==> config.mk <==
export PLATFORM = sky130hd
export DESIGN_NAME = board_specific_top
export DESIGN_NICKNAME = d
export VERILOG_FILES = /design/src/common/audio_pkg.sv /design/src/common/board_pkg.sv /design/src/common/sample_if.sv /design/src/hw/board_specific_top.sv /design/src/hw/meter/level_meter.sv /design/src/hw/meter/seven_seg_mux.sv /design/src/hw/keys/key_debouncer.sv /design/src/hw/mic/inmp441_mic_i2s_receiver.sv
export SDC_FILE = /design/constraint.sdc
export NUM_CORES = 1
export LEC_CHECK = 0
export BUFFER_PORTS_ARGS = -buffer_cell sky130_fd_sc_hd__buf_2
export CAP_MARGIN = 0
export CELL_PAD_IN_SITES_DETAIL_PLACEMENT = 1
export CELL_PAD_IN_SITES_GLOBAL_PLACEMENT = 1
export CORE_ASPECT_RATIO = 1.75
export CORE_UTILIZATION = 45
export DETAILED_ROUTE_END_ITERATION = 7
export PLACE_DENSITY = 0.84
export SLEW_MARGIN = 20
export SYNTH_ARGS = -nofsm -noshare
export SYNTH_HDL_FRONTEND = slang
export SYNTH_SLANG_ARGS = --single-unit
==> constraint.sdc <==
create_clock -name clk -period 4.93 [get_ports clk]
set_clock_uncertainty 0.1 [all_clocks]
set_input_delay 0.2465 -clock clk [delete_from_list [all_inputs] [get_ports clk]]
set_output_delay 0.2465 -clock clk [all_outputs]
set_load 0.05 [all_outputs]
==> src/common/audio_pkg.sv <==
package audio_pkg;

    localparam int w_sample   = 24;  // INMP441 data word
    localparam int frame_bits = 32;  // sck periods per ws half-frame

    typedef logic signed [w_sample-1:0] sample_t;
    typedef logic        [w_sample-1:0] magnitude_t;

    //--------------------------------------------------
    // I2S receiver FSM

    typedef enum logic [2:0]
    {
        st_wait_ws,  // waiting for ws to fall
        st_skip,     // one-bit I2S delay
        st_shift,    // MSB first
        st_send,
        st_pad       // rest of the left slot
    } rx_state_t;

endpackage

==> src/common/board_pkg.sv <==
package board_pkg;

    //--------------------------------------------------
    // board I/O widths

    localparam int w_key   = 5;  // keys 0 to 2 carry commands
    localparam int w_led   = 6;
    localparam int w_digit = 6;

    //--------------------------------------------------
    // display and LED vectors

    typedef logic [7:0]         seg_t;    // abcdefgh, h is the decimal point
    typedef logic [w_digit-1:0] digit_t;  // one-hot digit enable
    typedef logic [w_led-1:0]   led_t;

    //--------------------------------------------------
    // key commands

    typedef enum logic [1:0]
    {
        op_none,
        op_clear,  // key 0
        op_hold,   // key 1
        op_mode    // key 2
    } key_op_t;

endpackage
==> src/common/sample_if.sv <==
`timescale 1ns/100ps

interface sample_if;

    import audio_pkg::*;

    logic    valid;         // one-cycle pulse per sample
    sample_t sample;
    logic    overrun_seen;  // sticky drop flag of the source
    logic    credit_ret;    // one pulse per popped entry

    modport source
    (
        output valid,
        output sample,
        output overrun_seen,
        input  credit_ret
    );

    modport sink
    (
        input  valid,
        input  sample,
        input  overrun_seen,
        output credit_ret
    );

endinterface

==> src/hw/board_specific_top.sv <==
`timescale 1ns/100ps

module board_specific_top
#(
    parameter int clk_mhz         = 27,
    parameter int sck_div         = (clk_mhz + 5) / 6,  // sck near 2.7 MHz
    parameter int debounce_cycles = clk_mhz * 10000,    // about 10 ms
    parameter int scan_cycles     = clk_mhz * 1000,     // about 1 ms per digit
    parameter int credit_depth    = 4
)
(
    input  logic                          clk,
    input  logic                          arst_n,

    input  logic [board_pkg::w_key-1:0]   key,  // active low
    output logic [board_pkg::w_led-1:0]   led,  // active low

    output logic [7:0]                    abcdefgh,
    output logic [board_pkg::w_digit-1:0] digit,

    output logic                          mic_sck,
    output logic                          mic_ws,
    output logic                          mic_lr,
    input  logic                          mic_sd
);

    import board_pkg::*;

    logic    clear_overrun;
    logic    key_valid;
    key_op_t key_op;
    led_t    top_led;

    sample_if smp ();

    assign mic_lr = 1'b0;  // left slot
    assign led    = ~top_led;

    //--------------------------------------------------

    inmp441_mic_i2s_receiver
    #(
        .sck_div      ( sck_div      ),
        .credit_depth ( credit_depth )
    )
    i_microphone
    (
        .clk           ( clk           ),
        .arst_n        ( arst_n        ),
        .sck           ( mic_sck       ),
        .ws            ( mic_ws        ),
        .sd            ( mic_sd        ),
        .clear_overrun ( clear_overrun ),
        .smp           ( smp.source    )
    );

    key_debouncer
    #(
        .debounce_cycles ( debounce_cycles )
    )
    i_keys
    (
        .clk       ( clk       ),
        .arst_n    ( arst_n    ),
        .key_n     ( key       ),
        .key_valid ( key_valid ),
        .key_op    ( key_op    )
    );

    level_meter
    #(
        .credit_depth ( credit_depth ),
        .scan_cycles  ( scan_cycles  )
    )
    i_meter
    (
        .clk           ( clk           ),
        .arst_n        ( arst_n        ),
        .smp           ( smp.sink      ),
        .key_valid     ( key_valid     ),
        .key_op        ( key_op        ),
        .clear_overrun ( clear_overrun ),
        .led           ( top_led       ),
        .abcdefgh      ( abcdefgh      ),
        .digit         ( digit         )
    );

endmodule

==> src/hw/meter/level_meter.sv <==
`timescale 1ns/100ps

module level_meter
#(
    parameter int credit_depth = 4,
    parameter int scan_cycles  = 1000
)
(
    input  logic               clk,
    input  logic               arst_n,
    sample_if.sink             smp,
    input  logic               key_valid,
    input  board_pkg::key_op_t key_op,
    output logic               clear_overrun,
    output board_pkg::led_t    led,
    output board_pkg::seg_t    abcdefgh,
    output board_pkg::digit_t  digit
);

    import board_pkg::*;
    import audio_pkg::*;

    localparam int w_ptr    = (credit_depth > 1) ? $clog2(credit_depth) : 1;
    localparam int w_fill   = $clog2(credit_depth + 1);
    localparam int bar_base = 18;  // led[0] threshold is 2^18

    sample_t          mem [credit_depth];
    logic [w_ptr-1:0] wr_ptr;
    logic [w_ptr-1:0] rd_ptr;
    logic [w_fill-1:0] fill;
    logic             pop;
    logic             hold;
    logic             show_current;
    logic             overrun_q;
    logic             cmd_clear;
    logic             cmd_hold;
    logic             cmd_mode;
    magnitude_t       head_mag;
    magnitude_t       cur_mag;
    magnitude_t       peak;
    magnitude_t       disp_value;
    logic [w_led-2:0] bar_q;

    function automatic magnitude_t to_magnitude(input sample_t s);
        if (s == sample_t'({1'b1, {(w_sample - 1){1'b0}}}))
            return magnitude_t'({1'b0, {(w_sample - 1){1'b1}}});  // saturate -2^23
        else if (s < 0)
            return magnitude_t'(-s);
        else
            return magnitude_t'(s);
    endfunction

    function automatic logic [w_ptr-1:0] next_ptr(input logic [w_ptr-1:0] p);
        if (p == w_ptr'(credit_depth - 1))
            return '0;
        else
            return p + 1'b1;
    endfunction

    //--------------------------------------------------
    // sample FIFO, sized by the credits

    assign pop            = (fill != '0) && !hold;
    assign smp.credit_ret = pop;

    always_ff @(posedge clk)
    begin
        if (smp.valid)
            mem[wr_ptr] <= smp.sample;
    end

    always_ff @(posedge clk or negedge arst_n)
    begin
        if (!arst_n)
        begin
            wr_ptr <= '0;
            rd_ptr <= '0;
            fill   <= '0;
        end
        else
        begin
            if (smp.valid)
                wr_ptr <= next_ptr(wr_ptr);
            if (pop)
                rd_ptr <= next_ptr(rd_ptr);
            if (smp.valid && !pop)
                fill <= fill + 1'b1;
            else if (!smp.valid && pop)
                fill <= fill - 1'b1;
        end
    end

    //--------------------------------------------------
    // commands and levels

    assign cmd_clear     = key_valid && (key_op == op_clear);
    assign cmd_hold      = key_valid && (key_op == op_hold);
    assign cmd_mode      = key_valid && (key_op == op_mode);
    assign clear_overrun = cmd_clear;
    assign head_mag      = to_magnitude(mem[rd_ptr]);
    assign disp_value    = show_current ? cur_mag : peak;

    always_ff @(posedge clk or negedge arst_n)
    begin
        if (!arst_n)
        begin
            hold         <= 1'b0;
            show_current <= 1'b0;  // peak mode
            overrun_q    <= 1'b0;
            cur_mag      <= '0;
            peak         <= '0;
        end
        else
        begin
            if (cmd_hold)
                hold <= ~hold;
            if (cmd_mode)
                show_current <= ~show_current;
            overrun_q <= smp.overrun_seen && !cmd_clear;
            if (pop)
                cur_mag <= head_mag;
            if (cmd_clear)
                peak <= '0;
            else if (pop && head_mag > peak)
                peak <= head_mag;
        end
    end

    always_ff @(posedge clk or negedge arst_n)
    begin
        if (!arst_n)
            bar_q <= '0;
        else
            for (int i = 0; i < w_led - 1; i++)
                bar_q[i] <= (disp_value >= (magnitude_t'(1) << (bar_base + i)));
    end

    assign led = {overrun_q, bar_q};

    //--------------------------------------------------
    // display

    seven_seg_mux
    #(
        .scan_cycles ( scan_cycles )
    )
    i_seven_seg
    (
        .clk      ( clk        ),
        .arst_n   ( arst_n     ),
        .value    ( disp_value ),
        .abcdefgh ( abcdefgh   ),
        .digit    ( digit      )
    );

endmodule

==> src/hw/meter/seven_seg_mux.sv <==
`timescale 1ns/100ps

module seven_seg_mux
#(
    parameter int scan_cycles = 1000
)
(
    input  logic                  clk,
    input  logic                  arst_n,
    input  audio_pkg::magnitude_t value,
    output board_pkg::seg_t       abcdefgh,
    output board_pkg::digit_t     digit
);

    import board_pkg::*;

    localparam int w_scan = (scan_cycles > 1) ? $clog2(scan_cycles) : 1;
    localparam int w_sel  = $clog2(w_digit);

    logic [w_scan-1:0] scan_cnt;
    logic [w_sel-1:0]  sel;
    logic [3:0]        nibble;

    function automatic seg_t hex_to_seg(input logic [3:0] h);
        case (h)
            4'h0:    return 8'b1111_1100;
            4'h1:    return 8'b0110_0000;
            4'h2:    return 8'b1101_1010;
            4'h3:    return 8'b1111_0010;
            4'h4:    return 8'b0110_0110;
            4'h5:    return 8'b1011_0110;
            4'h6:    return 8'b1011_1110;
            4'h7:    return 8'b1110_0000;
            4'h8:    return 8'b1111_1110;
            4'h9:    return 8'b1111_0110;
            4'ha:    return 8'b1110_1110;
            4'hb:    return 8'b0011_1110;  // lower case b
            4'hc:    return 8'b1001_1100;
            4'hd:    return 8'b0111_1010;  // lower case d
            4'he:    return 8'b1001_1110;
            default: return 8'b1000_1110;  // F
        endcase
    endfunction

    //--------------------------------------------------
    // digit scan

    assign nibble = value[4 * sel +: 4];

    always_ff @(posedge clk or negedge arst_n)
    begin
        if (!arst_n)
        begin
            scan_cnt <= '0;
            sel      <= '0;
        end
        else if (scan_cnt == w_scan'(scan_cycles - 1))
        begin
            scan_cnt <= '0;
            sel      <= (sel == w_sel'(w_digit - 1)) ? '0 : sel + 1'b1;
        end
        else
            scan_cnt <= scan_cnt + 1'b1;
    end

    always_ff @(posedge clk or negedge arst_n)
    begin
        if (!arst_n)
        begin
            digit    <= '0;  // blank until the first scan cycle
            abcdefgh <= '0;
        end
        else
        begin
            digit    <= digit_t'(1) << sel;
            abcdefgh <= hex_to_seg(nibble);
        end
    end

endmodule

==> src/hw/keys/key_debouncer.sv <==
`timescale 1ns/100ps

module key_debouncer
#(
    parameter int debounce_cycles = 4
)
(
    input  logic                          clk,
    input  logic                          arst_n,
    input  logic [board_pkg::w_key-1:0]   key_n,
    output logic                          key_valid,
    output board_pkg::key_op_t            key_op
);

    import board_pkg::*;

    localparam int n_used = 3;  // clear, hold, mode
    localparam int w_cnt  = (debounce_cycles > 1) ? $clog2(debounce_cycles) : 1;

    logic [n_used-1:0] sync_1;
    logic [n_used-1:0] sync_2;
    logic [n_used-1:0] stable;  // debounced pressed state
    logic [w_cnt-1:0]  stab_cnt [n_used];
    logic [n_used-1:0] press;

    //--------------------------------------------------
    // synchronizer, pressed is high

    always_ff @(posedge clk or negedge arst_n)
    begin
        if (!arst_n)
        begin
            sync_1 <= '0;
            sync_2 <= '0;
        end
        else
        begin
            sync_1 <= ~key_n[n_used-1:0];
            sync_2 <= sync_1;
        end
    end

    //--------------------------------------------------
    // per-key stability counters

    always_comb
    begin
        for (int i = 0; i < n_used; i++)
            press[i] = sync_2[i] && !stable[i]
                       && (stab_cnt[i] == w_cnt'(debounce_cycles - 1));
    end

    always_ff @(posedge clk or negedge arst_n)
    begin
        if (!arst_n)
        begin
            stable <= '0;
            for (int i = 0; i < n_used; i++)
                stab_cnt[i] <= '0;
        end
        else
        begin
            for (int i = 0; i < n_used; i++)
            begin
                if (sync_2[i] == stable[i])
                    stab_cnt[i] <= '0;  // bounce restarts the count
                else if (stab_cnt[i] == w_cnt'(debounce_cycles - 1))
                begin
                    stab_cnt[i] <= '0;
                    stable[i]   <= sync_2[i];
                end
                else
                    stab_cnt[i] <= stab_cnt[i] + 1'b1;
            end
        end
    end

    //--------------------------------------------------
    // command event, lowest key wins

    always_ff @(posedge clk or negedge arst_n)
    begin
        if (!arst_n)
        begin
            key_valid <= 1'b0;
            key_op    <= op_none;
        end
        else
        begin
            key_valid <= |press;
            if (press[0])
                key_op <= op_clear;
            else if (press[1])
                key_op <= op_hold;
            else if (press[2])
                key_op <= op_mode;
            else
                key_op <= op_none;
        end
    end

endmodule

==> src/hw/mic/inmp441_mic_i2s_receiver.sv <==
`timescale 1ns/100ps

module inmp441_mic_i2s_receiver
#(
    parameter int sck_div      = 4,
    parameter int credit_depth = 4
)
(
    input  logic     clk,
    input  logic     arst_n,
    output logic     sck,
    output logic     ws,
    input  logic     sd,
    input  logic     clear_overrun,
    sample_if.source smp
);

    import audio_pkg::*;

    localparam int w_div    = (sck_div > 1) ? $clog2(sck_div) : 1;
    localparam int w_bit    = $clog2(frame_bits);
    localparam int w_shift  = $clog2(w_sample);
    localparam int w_credit = $clog2(credit_depth + 1);

    logic [w_div-1:0]    div_cnt;
    logic [w_bit-1:0]    bit_cnt;
    logic                div_end;
    logic                sck_rise;
    logic                sck_fall;
    logic                half_end;  // ws toggles on this sck fall
    rx_state_t           state;
    logic [w_shift-1:0]  shift_cnt;
    logic [w_sample-1:0] shreg;
    logic [w_credit-1:0] credit_cnt;
    logic                overrun;
    logic                send;

    //--------------------------------------------------
    // sck and ws generation

    assign div_end  = (div_cnt == w_div'(sck_div - 1));
    assign sck_rise = div_end && !sck;
    assign sck_fall = div_end && sck;
    assign half_end = sck_fall && (bit_cnt == w_bit'(frame_bits - 1));

    always_ff @(posedge clk or negedge arst_n)
    begin
        if (!arst_n)
        begin
            div_cnt <= '0;
            sck     <= 1'b0;
        end
        else if (div_end)
        begin
            div_cnt <= '0;
            sck     <= ~sck;
        end
        else
            div_cnt <= div_cnt + 1'b1;
    end

    always_ff @(posedge clk or negedge arst_n)
    begin
        if (!arst_n)
        begin
            bit_cnt <= '0;
            ws      <= 1'b0;
        end
        else if (half_end)
        begin
            bit_cnt <= '0;
            ws      <= ~ws;
        end
        else if (sck_fall)
            bit_cnt <= bit_cnt + 1'b1;
    end

    //--------------------------------------------------
    // left-slot capture

    always_ff @(posedge clk or negedge arst_n)
    begin
        if (!arst_n)
        begin
            state     <= st_wait_ws;
            shift_cnt <= '0;
        end
        else
        begin
            case (state)
                st_wait_ws:
                    if (half_end && ws)  // ws about to fall
                        state <= st_skip;
                st_skip:
                    if (sck_rise)
                    begin
                        state     <= st_shift;
                        shift_cnt <= '0;
                    end
                st_shift:
                    if (sck_rise)
                    begin
                        shift_cnt <= shift_cnt + 1'b1;
                        if (shift_cnt == w_shift'(w_sample - 1))
                            state <= st_send;
                    end
                st_send:
                    state <= st_pad;
                st_pad:
                    if (half_end && !ws)  // right slot begins
                        state <= st_wait_ws;
                default:
                    state <= st_wait_ws;
            endcase
        end
    end

    always_ff @(posedge clk)
    begin
        if (state == st_shift && sck_rise)
            shreg <= {shreg[w_sample-2:0], sd};
    end

    //--------------------------------------------------
    // credits and drop flag

    assign send = (state == st_send) && (credit_cnt != '0);

    always_ff @(posedge clk or negedge arst_n)
    begin
        if (!arst_n)
            credit_cnt <= w_credit'(credit_depth);
        else if (send && !smp.credit_ret)
            credit_cnt <= credit_cnt - 1'b1;
        else if (!send && smp.credit_ret)
            credit_cnt <= credit_cnt + 1'b1;
    end

    always_ff @(posedge clk or negedge arst_n)
    begin
        if (!arst_n)
            overrun <= 1'b0;
        else if (state == st_send && credit_cnt == '0)
            overrun <= 1'b1;  // sample dropped
        else if (clear_overrun)
            overrun <= 1'b0;
    end

    assign smp.valid        = send;
    assign smp.sample       = sample_t'(shreg);
    assign smp.overrun_seen = overrun;

endmodule

==> results of run 1 <==
## flip-flops by register name, indices dropped and copies added (netlist names), 5 cells and up
signal                        flops
i_meter.i_seven_seg.abcdefgh      7
i_keys.stab_cnt                  57
i_meter.i_seven_seg.digit         6
i_meter.mem                      96
i_microphone.shift_cnt            5
i_meter.cur_mag                  24
i_microphone.bit_cnt              5
i_meter.peak                     24
i_microphone.smp.sample          24
i_meter.i_seven_seg.scan_cnt     15
i_meter.bar_q                     5
## Yosys cell counts (all sizes together), types with 3 or more instances
cell | instances | area, sq um
o21a | 4 | 30.0
edfxtp | 120 | 3600
mux2i | 11 | 110
ha | 51 | 638
a21o | 7 | 52.6
or2 | 9 | 56.3
o22ai | 3 | 25.0
nor4b | 3 | 26.3
buf | 12 | 80.1
and4 | 7 | 61.3
clkbuf | 26 | 97.6
nand4b | 5 | 43.8
a221oi | 9 | 78.8
xor2 | 52 | 455
or3 | 9 | 56.3
a31oi | 20 | 140
nand2b | 7 | 43.8
and2 | 10 | 62.6
nor3 | 21 | 131
dfrtp | 184 | 4600
nand3 | 30 | 150
nor2b | 6 | 37.5
nor4 | 9 | 71.3
nand4 | 22 | 159
and3 | 18 | 113
a21oi | 41 | 209
xnor2 | 37 | 324
a211oi | 14 | 105
nand2 | 107 | 407
o211ai | 4 | 30.0
mux4 | 33 | 747
inv | 65 | 244
nor2 | 139 | 522
mux2 | 10 | 113
o21ai | 34 | 170
o31ai | 4 | 30.0
## timing repair
action,CTS,global route
hold endpoints to repair,118,0
pin swaps,0,6
setup buffers,0,6
hold buffers,5,0
setup endpoints to repair,2,24
resized for setup,1,20
## logic make-up after synthesis
logic type	after synthesis
DFF	305
muxes	54
AOI/OAI and AO/OA	153
xor gates and xnor gates	89
and+or+nand+nor	405
other	1
buffers and inverters	105
adders and majority gates	53
## power groups by stage
stage | clock [mW] | combinational, mW | sequential [mW]
3_3_place_gp | 0 | 0.0584 | 2.69
2_1_floorplan | 0 | 0.0229 | 2.69
5_1_grt | 2.39 | 0.0730 | 2.64
3_5_place_dp | 0 | 0.0613 | 2.69
4_1_cts | 2.31 | 0.0651 | 2.64
6_report | 2.26 | 0.0626 | 2.64
## worst max-delay path, cell delays in order (launching register included)
cell      delay (ns)
dfrtp_2         0.48
buf_12          0.18
mux4_2          0.60
nor3_2          0.26
nand4_1         0.16
buf_4           0.19
o21ai_1         0.17
xor2_1          0.25
and2_1          0.22
inv_1           0.06
ha_1            0.29
a21o_1          0.18
a21o_1          0.18
a221oi_1        0.35
o211ai_1        0.21
o21ai_2         0.25
buf_6           0.22
nor2_1          0.06
a211oi_1        0.23
## worst paths after layout
check                      depth (start not counted)              start             endpoint  slack, ns
hold / removal                                     0   i_keys.sync_1[1]     i_keys.sync_2[1]       0.25
max in group asynchronous                          3             arst_n    i_meter.rd_ptr[0]       3.35
setup reg to reg                                  18  i_meter.rd_ptr[0]      i_meter.peak[5]       0.17
min in group asynchronous                          2             arst_n  i_keys.stab_cnt[16]       0.30
setup / recovery                                  18  i_meter.rd_ptr[0]      i_meter.peak[5]       0.17
hold reg to reg                                    0   i_keys.sync_1[1]     i_keys.sync_2[1]       0.25
## routing by layer
layer / GRT usage / routed length (um) / part of all wire
met5: 0 / 0 / 0
met3: 0.0196 / 740 / 0.024
met1: 0.204 / 11300 / 0.36
met2: 0.397 / 17900 / 0.58
met4: 0.0865 / 1060 / 0.034
## metrics by stage
stage / setup slack, ns / setup TNS (ns) / utilization / cells
2_1_floorplan: 0.0637 / 0 / - / 1166
3_3_place_gp: 0.153 / 0 / 0.481 / 1578
3_5_place_dp: 0.00269 / 0 / 0.481 / 1578
4_1_cts: 0.0412 / 0 / 0.513 / 1631
5_1_grt: -0.0803 / -0.517 / 0.517 / 1637
6_report: 0.168 / 0 / 0.517 / 1637
## layout make-up
| cell class | instances | area, sq um |
|---|---|---|
| Fill cell | 3188 | 14800 |
| Sequential cell | 305 | 8240 |
| Multi-Input combinational cell | 756 | 5470 |
| Clock buffer | 34 | 742 |
| Timing Repair Buffer | 70 | 514 |
| Tap cell | 391 | 489 |
| Inverter | 67 | 251 |
| Clock inverter | 14 | 206 |
==> results.yml, run 1 <==
status:
  run_status: "finished, final reports clean"
finish:
  final_cell_mix: "dfrtp_1, nor2_1, edfxtp_1, nand2_1, inv_1"
  nNetsFinal: 1288
  antenna_cells: 0
  finalInstanceArea_sq_um: 15900
  final_common_cell: "dfrtp_1"
  areaGrowthSynthToFinish_pct: 13.2
  drive_above_1_share: 0.152
synthesis:
  synth_xor_area_frac: 0.0555
  synth-edff-count: 120
  synthAdderAreaFrac: 0.0483
  yosys-mux-area-fraction: 0.0690
  synth_cell_type_count: 70
  postSynthAreaPerCell_sq_um: 12.1
  synthCells: 1165
  synth_warnings: 0
  postSynth.asyncResetShare: 0.607
  ys_seq_area_frac: 0.586
  ys_seq_elements: 305
  synth_compound_area_frac: 0.0702
  synth_ff_type: "dfrtp_1"
  synth_top_family_by_area: "simple AND/OR/NAND/NOR gates"
  syn_area_sq_um: 14000
  synth-simple-area-share: 0.140
floorplanning:
  die-area_sq_um: 32000
  start_util: 0.457
  rows: 85
  core_sq_um: 30700
  chipWidth_um: 136
  die_y_um: 236
  ios: 31
power_and_ir_drop:
  p_comb_frac: 0.013
  clkPwrFrac: 0.456
  p_int_mw: 3.97
  p_per_area_nw_per_um2: 312
  power.leakage_nw: 6.45
  p_sw_frac: 0.200
  seqPwrFrac: 0.532
  power.total_mw: 4.96
  peakVddDrop_mv: 0.235
  switchingPower_mw: 0.990
worst_setup_path:
  cp.arrival_ns: 5.12
  path_max_fanout: 17
  worstSetupPathType: "reg -> reg"
  startpoint_type: "flip-flop"
  setup.worst_path.end_class: "flip-flop"
  required_ns: 5.29
timing:
  worst_pin_slew_ns: 1.00
  relSlewSlack: 0.327
  fmax_ghz: 0.210
  fin_hold_ws_ns: 0.254
  drv_slew: 0
  finalHoldViolations: 0
  finalSetupViolCount: 0
  fin_crit_ns: 4.76
  post-route-period-util: 0.966
hold_path:
  holdCritPathClass: "reg -> reg"
cts:
  htreeDepth: 1
  numCtsBuffers: 27
  path_clk_slew_ns: 0.07
  clk_latency_ns: 0.56
  cts_tree: "done"
  cts.path.max_buffers: 3
  clockRootBuffer: "clkbuf_16"
  cts_sinks: 305
routing:
  drt-total-wl_um: 31000
  viasPerCell: 5.59
  drt_pass1_iterations: 4
  wl_per_cell_um: 18.9
  routed-via-count: 9145
  drt_iter0_drc: 376
  drc: 0
  drtAntennaViolNets: 0
grt:
  grt_max_degree: 118
  grt_overflow: 0
  antenna_found_initial: 0
  grt_pass1_wl_um: 51000
  first_global_vias: 10374
  grt_usage: 0.200
placed_design:
  globalplace.congestion: 0.837
  dp_hpwl_um: 20900
  place_area_sq_um: 14800
  io_buffers: 26
job:
  maxCapViolCount: 0
Power figures use the tool's default switching activity.
==> run 2, diff against run 1 <==
--- a/config.mk
+++ b/config.mk
@@ -12,6 +12,7 @@
 export CORE_ASPECT_RATIO = 1.75
 export CORE_UTILIZATION = 45
 export DETAILED_ROUTE_END_ITERATION = 7
+export MAX_ROUTING_LAYER = met4
 export PLACE_DENSITY = 0.84
 export SLEW_MARGIN = 20
 export SYNTH_ARGS = -nofsm -noshare
==> run 2 against run 1 <==
Compared with the run above:
- fmax up 0.40%
- clock-buffer cell count stayed put
- non-clock buffer count shrank 1
- power grew 0.11%
- hold slack better by 0.0020 ns
- sequential power hardly changed
- combinational power barely moved
- clock power about the same
- setup slack improved by 0.019 ns
- critical endpoint unchanged
- first-iteration DRC count increased by 6.9%
- cell area about the same
- critical path type unchanged
- core utilization hardly changed
==> results.yml, run 2 (same netlist as run 1, synthesis figures left out) <==
grt:
  grt_overflow: 0
  antenna_found_initial: 0
  grt_max_degree: 118
  grt_usage: 0.207
  grt_pass1_wl_um: 51000
  first_global_vias: 10367
placed_design:
  dp_hpwl_um: 20900
  dp.cells: 1578
  io_buffers: 26
  globalplace.congestion: 0.852
floorplanning:
  start_util: 0.457
  die-area_sq_um: 32000
  rows: 85
  chipWidth_um: 136
  die_y_um: 236
  core_sq_um: 30700
  ios: 31
routing:
  drt-total-wl_um: 30900
  drt_iter0_drc: 402
  drt_pass1_iterations: 5
  wl_per_cell_um: 18.9
  drc: 0
  viasPerCell: 5.58
  routed-via-count: 9133
  drtAntennaViolNets: 0
finish:
  reg_top3: "i_meter.mem (96), i_keys.stab_cnt (57)"
  stdcell_count: 1636
  largest-register: "i_meter.mem"
  largest_reg_flops: 96
  nNetsFinal: 1287
  final_common_cell: "dfrtp_1"
  areaGrowthSynthToFinish_pct: 13.1
  final_cell_mix: "dfrtp_1, nor2_1, edfxtp_1, nand2_1, inv_1"
  drive_above_1_share: 0.150
  antenna_cells: 0
timing:
  finalSetupViolCount: 0
  finalHoldViolations: 0
  worst_pin_slew_ns: 1.01
  fin_tns_setup_ns: 0
  drv_slew: 0
  fmax_ghz: 0.211
  relSlewSlack: 0.322
  fin_crit_ns: 4.74
  post-route-period-util: 0.962
worst_setup_path:
  rr_startpoint: "i_meter.rd_ptr[0]"
  setup.worst_path.end_class: "flip-flop"
  r2r_cells: 18
  crit-reg2reg-capture: "i_meter.peak[5]"
  r2r_slack_ns: 0.19
  cp-startpoint: "i_meter.rd_ptr[0]"
  cp.arrival_ns: 5.10
  worstSetupPathType: "reg -> reg"
  critPathCapture: "i_meter.peak[5]"
  path_max_fanout: 17
  startpoint_type: "flip-flop"
  required_ns: 5.29
cts:
  clockRootBuffer: "clkbuf_16"
  cts_tree: "done"
  path_clk_slew_ns: 0.07
  clk_latency_ns: 0.56
  cts_sinks: 305
  cts.path.max_buffers: 3
  htreeDepth: 1
  numCtsBuffers: 27
status:
  run_status: "finished, final reports clean"
power_and_ir_drop:
  p_per_area_nw_per_um2: 312
  power.leakage_nw: 6.44
  peakVddDrop_mv: 0.235
hold_path:
  holdCritPathClass: "reg -> reg"
job:
  maxCapViolCount: 0
run 2: cell count changes in the layout (fill, tap and decap cells not counted), sizes merged:
cell and delta:
buf -1
run 2: layout make-up:
cell class	count	area (sq um)
multi-input cells	756	5460
repair buffers	69	507
clock buffers	34	742
fillers	3190	14800
inverters	67	251
clock inverters	14	206
well taps	391	489
flip-flops and latches	305	8240
run 2: where the power goes:
part / switching (mW) / total, mW / internal, mW / leakage [nW]
sequential: 0.00733 / 2.64 / 2.63 / 3.57
combinational: 0.0487 / 0.0625 / 0.0138 / 2.42
clock: 0.939 / 2.27 / 1.33 / 0.450
run 2: worst min path at each step:
stage	slack, ns	endpoint	startpoint	cells past startpoint
2_1_floorplan	-0.15	i_keys.key_op[0]	arst_n	0
3_3_place_gp	0.23	i_keys.sync_2[1]	i_keys.sync_1[1]	0
3_5_place_dp	0.24	i_keys.sync_2[1]	i_keys.sync_1[1]	0
4_1_cts	0.26	i_keys.sync_2[1]	i_keys.sync_1[1]	0
5_1_grt	0.26	i_keys.sync_2[0]	i_keys.sync_1[0]	0
6_report	0.26	i_keys.sync_2[1]	i_keys.sync_1[1]	0
run 2: timing repair:
| action | CTS | global route |
|---|---|---|
| setup buffers | 0 | 5 |
| hold buffers | 5 | 0 |
| endpoints found under the setup margin | 2 | 24 |
| pin swaps | 0 | 7 |
| endpoints found under the hold margin | 118 | 0 |
| resized for setup | 1 | 19 |
run 2: layer usage:
layer  wire length [um]  global-route usage
met4               1040              0.0865
met1              11300               0.206
met3                731              0.0196
met2              17800               0.396
met5                  0                   -
run 2: critical path: stages, from the launching register on:
cell	delay [ns]
dfrtp_2	0.48
buf_12	0.20
mux4_2	0.58
nor4_4	0.31
buf_4	0.19
nand4b_1	0.10
o21ai_1	0.17
xor2_1	0.25
and2_1	0.22
inv_1	0.06
ha_1	0.29
a21o_1	0.18
a21o_1	0.18
a221oi_1	0.35
o211ai_1	0.21
o21ai_2	0.25
buf_6	0.22
nor2_1	0.06
a211oi_1	0.22
run 2: per-stage QoR:
stage / power, mW / hold slack [ns] / area (sq um) / utilization / worst slack, ns
floorplan: 2.71 / -0.149 / 14100 / - / 0.0637
global placement: 2.75 / 0.233 / 14800 / 0.481 / 0.153
detailed placement: 2.75 / 0.239 / 14800 / 0.481 / 0.00269
CTS: 5.01 / 0.258 / 15800 / 0.513 / 0.0412
global route: 5.10 / 0.258 / 15900 / 0.517 / -0.0968
finish: 4.97 / 0.256 / 15900 / 0.517 / 0.187
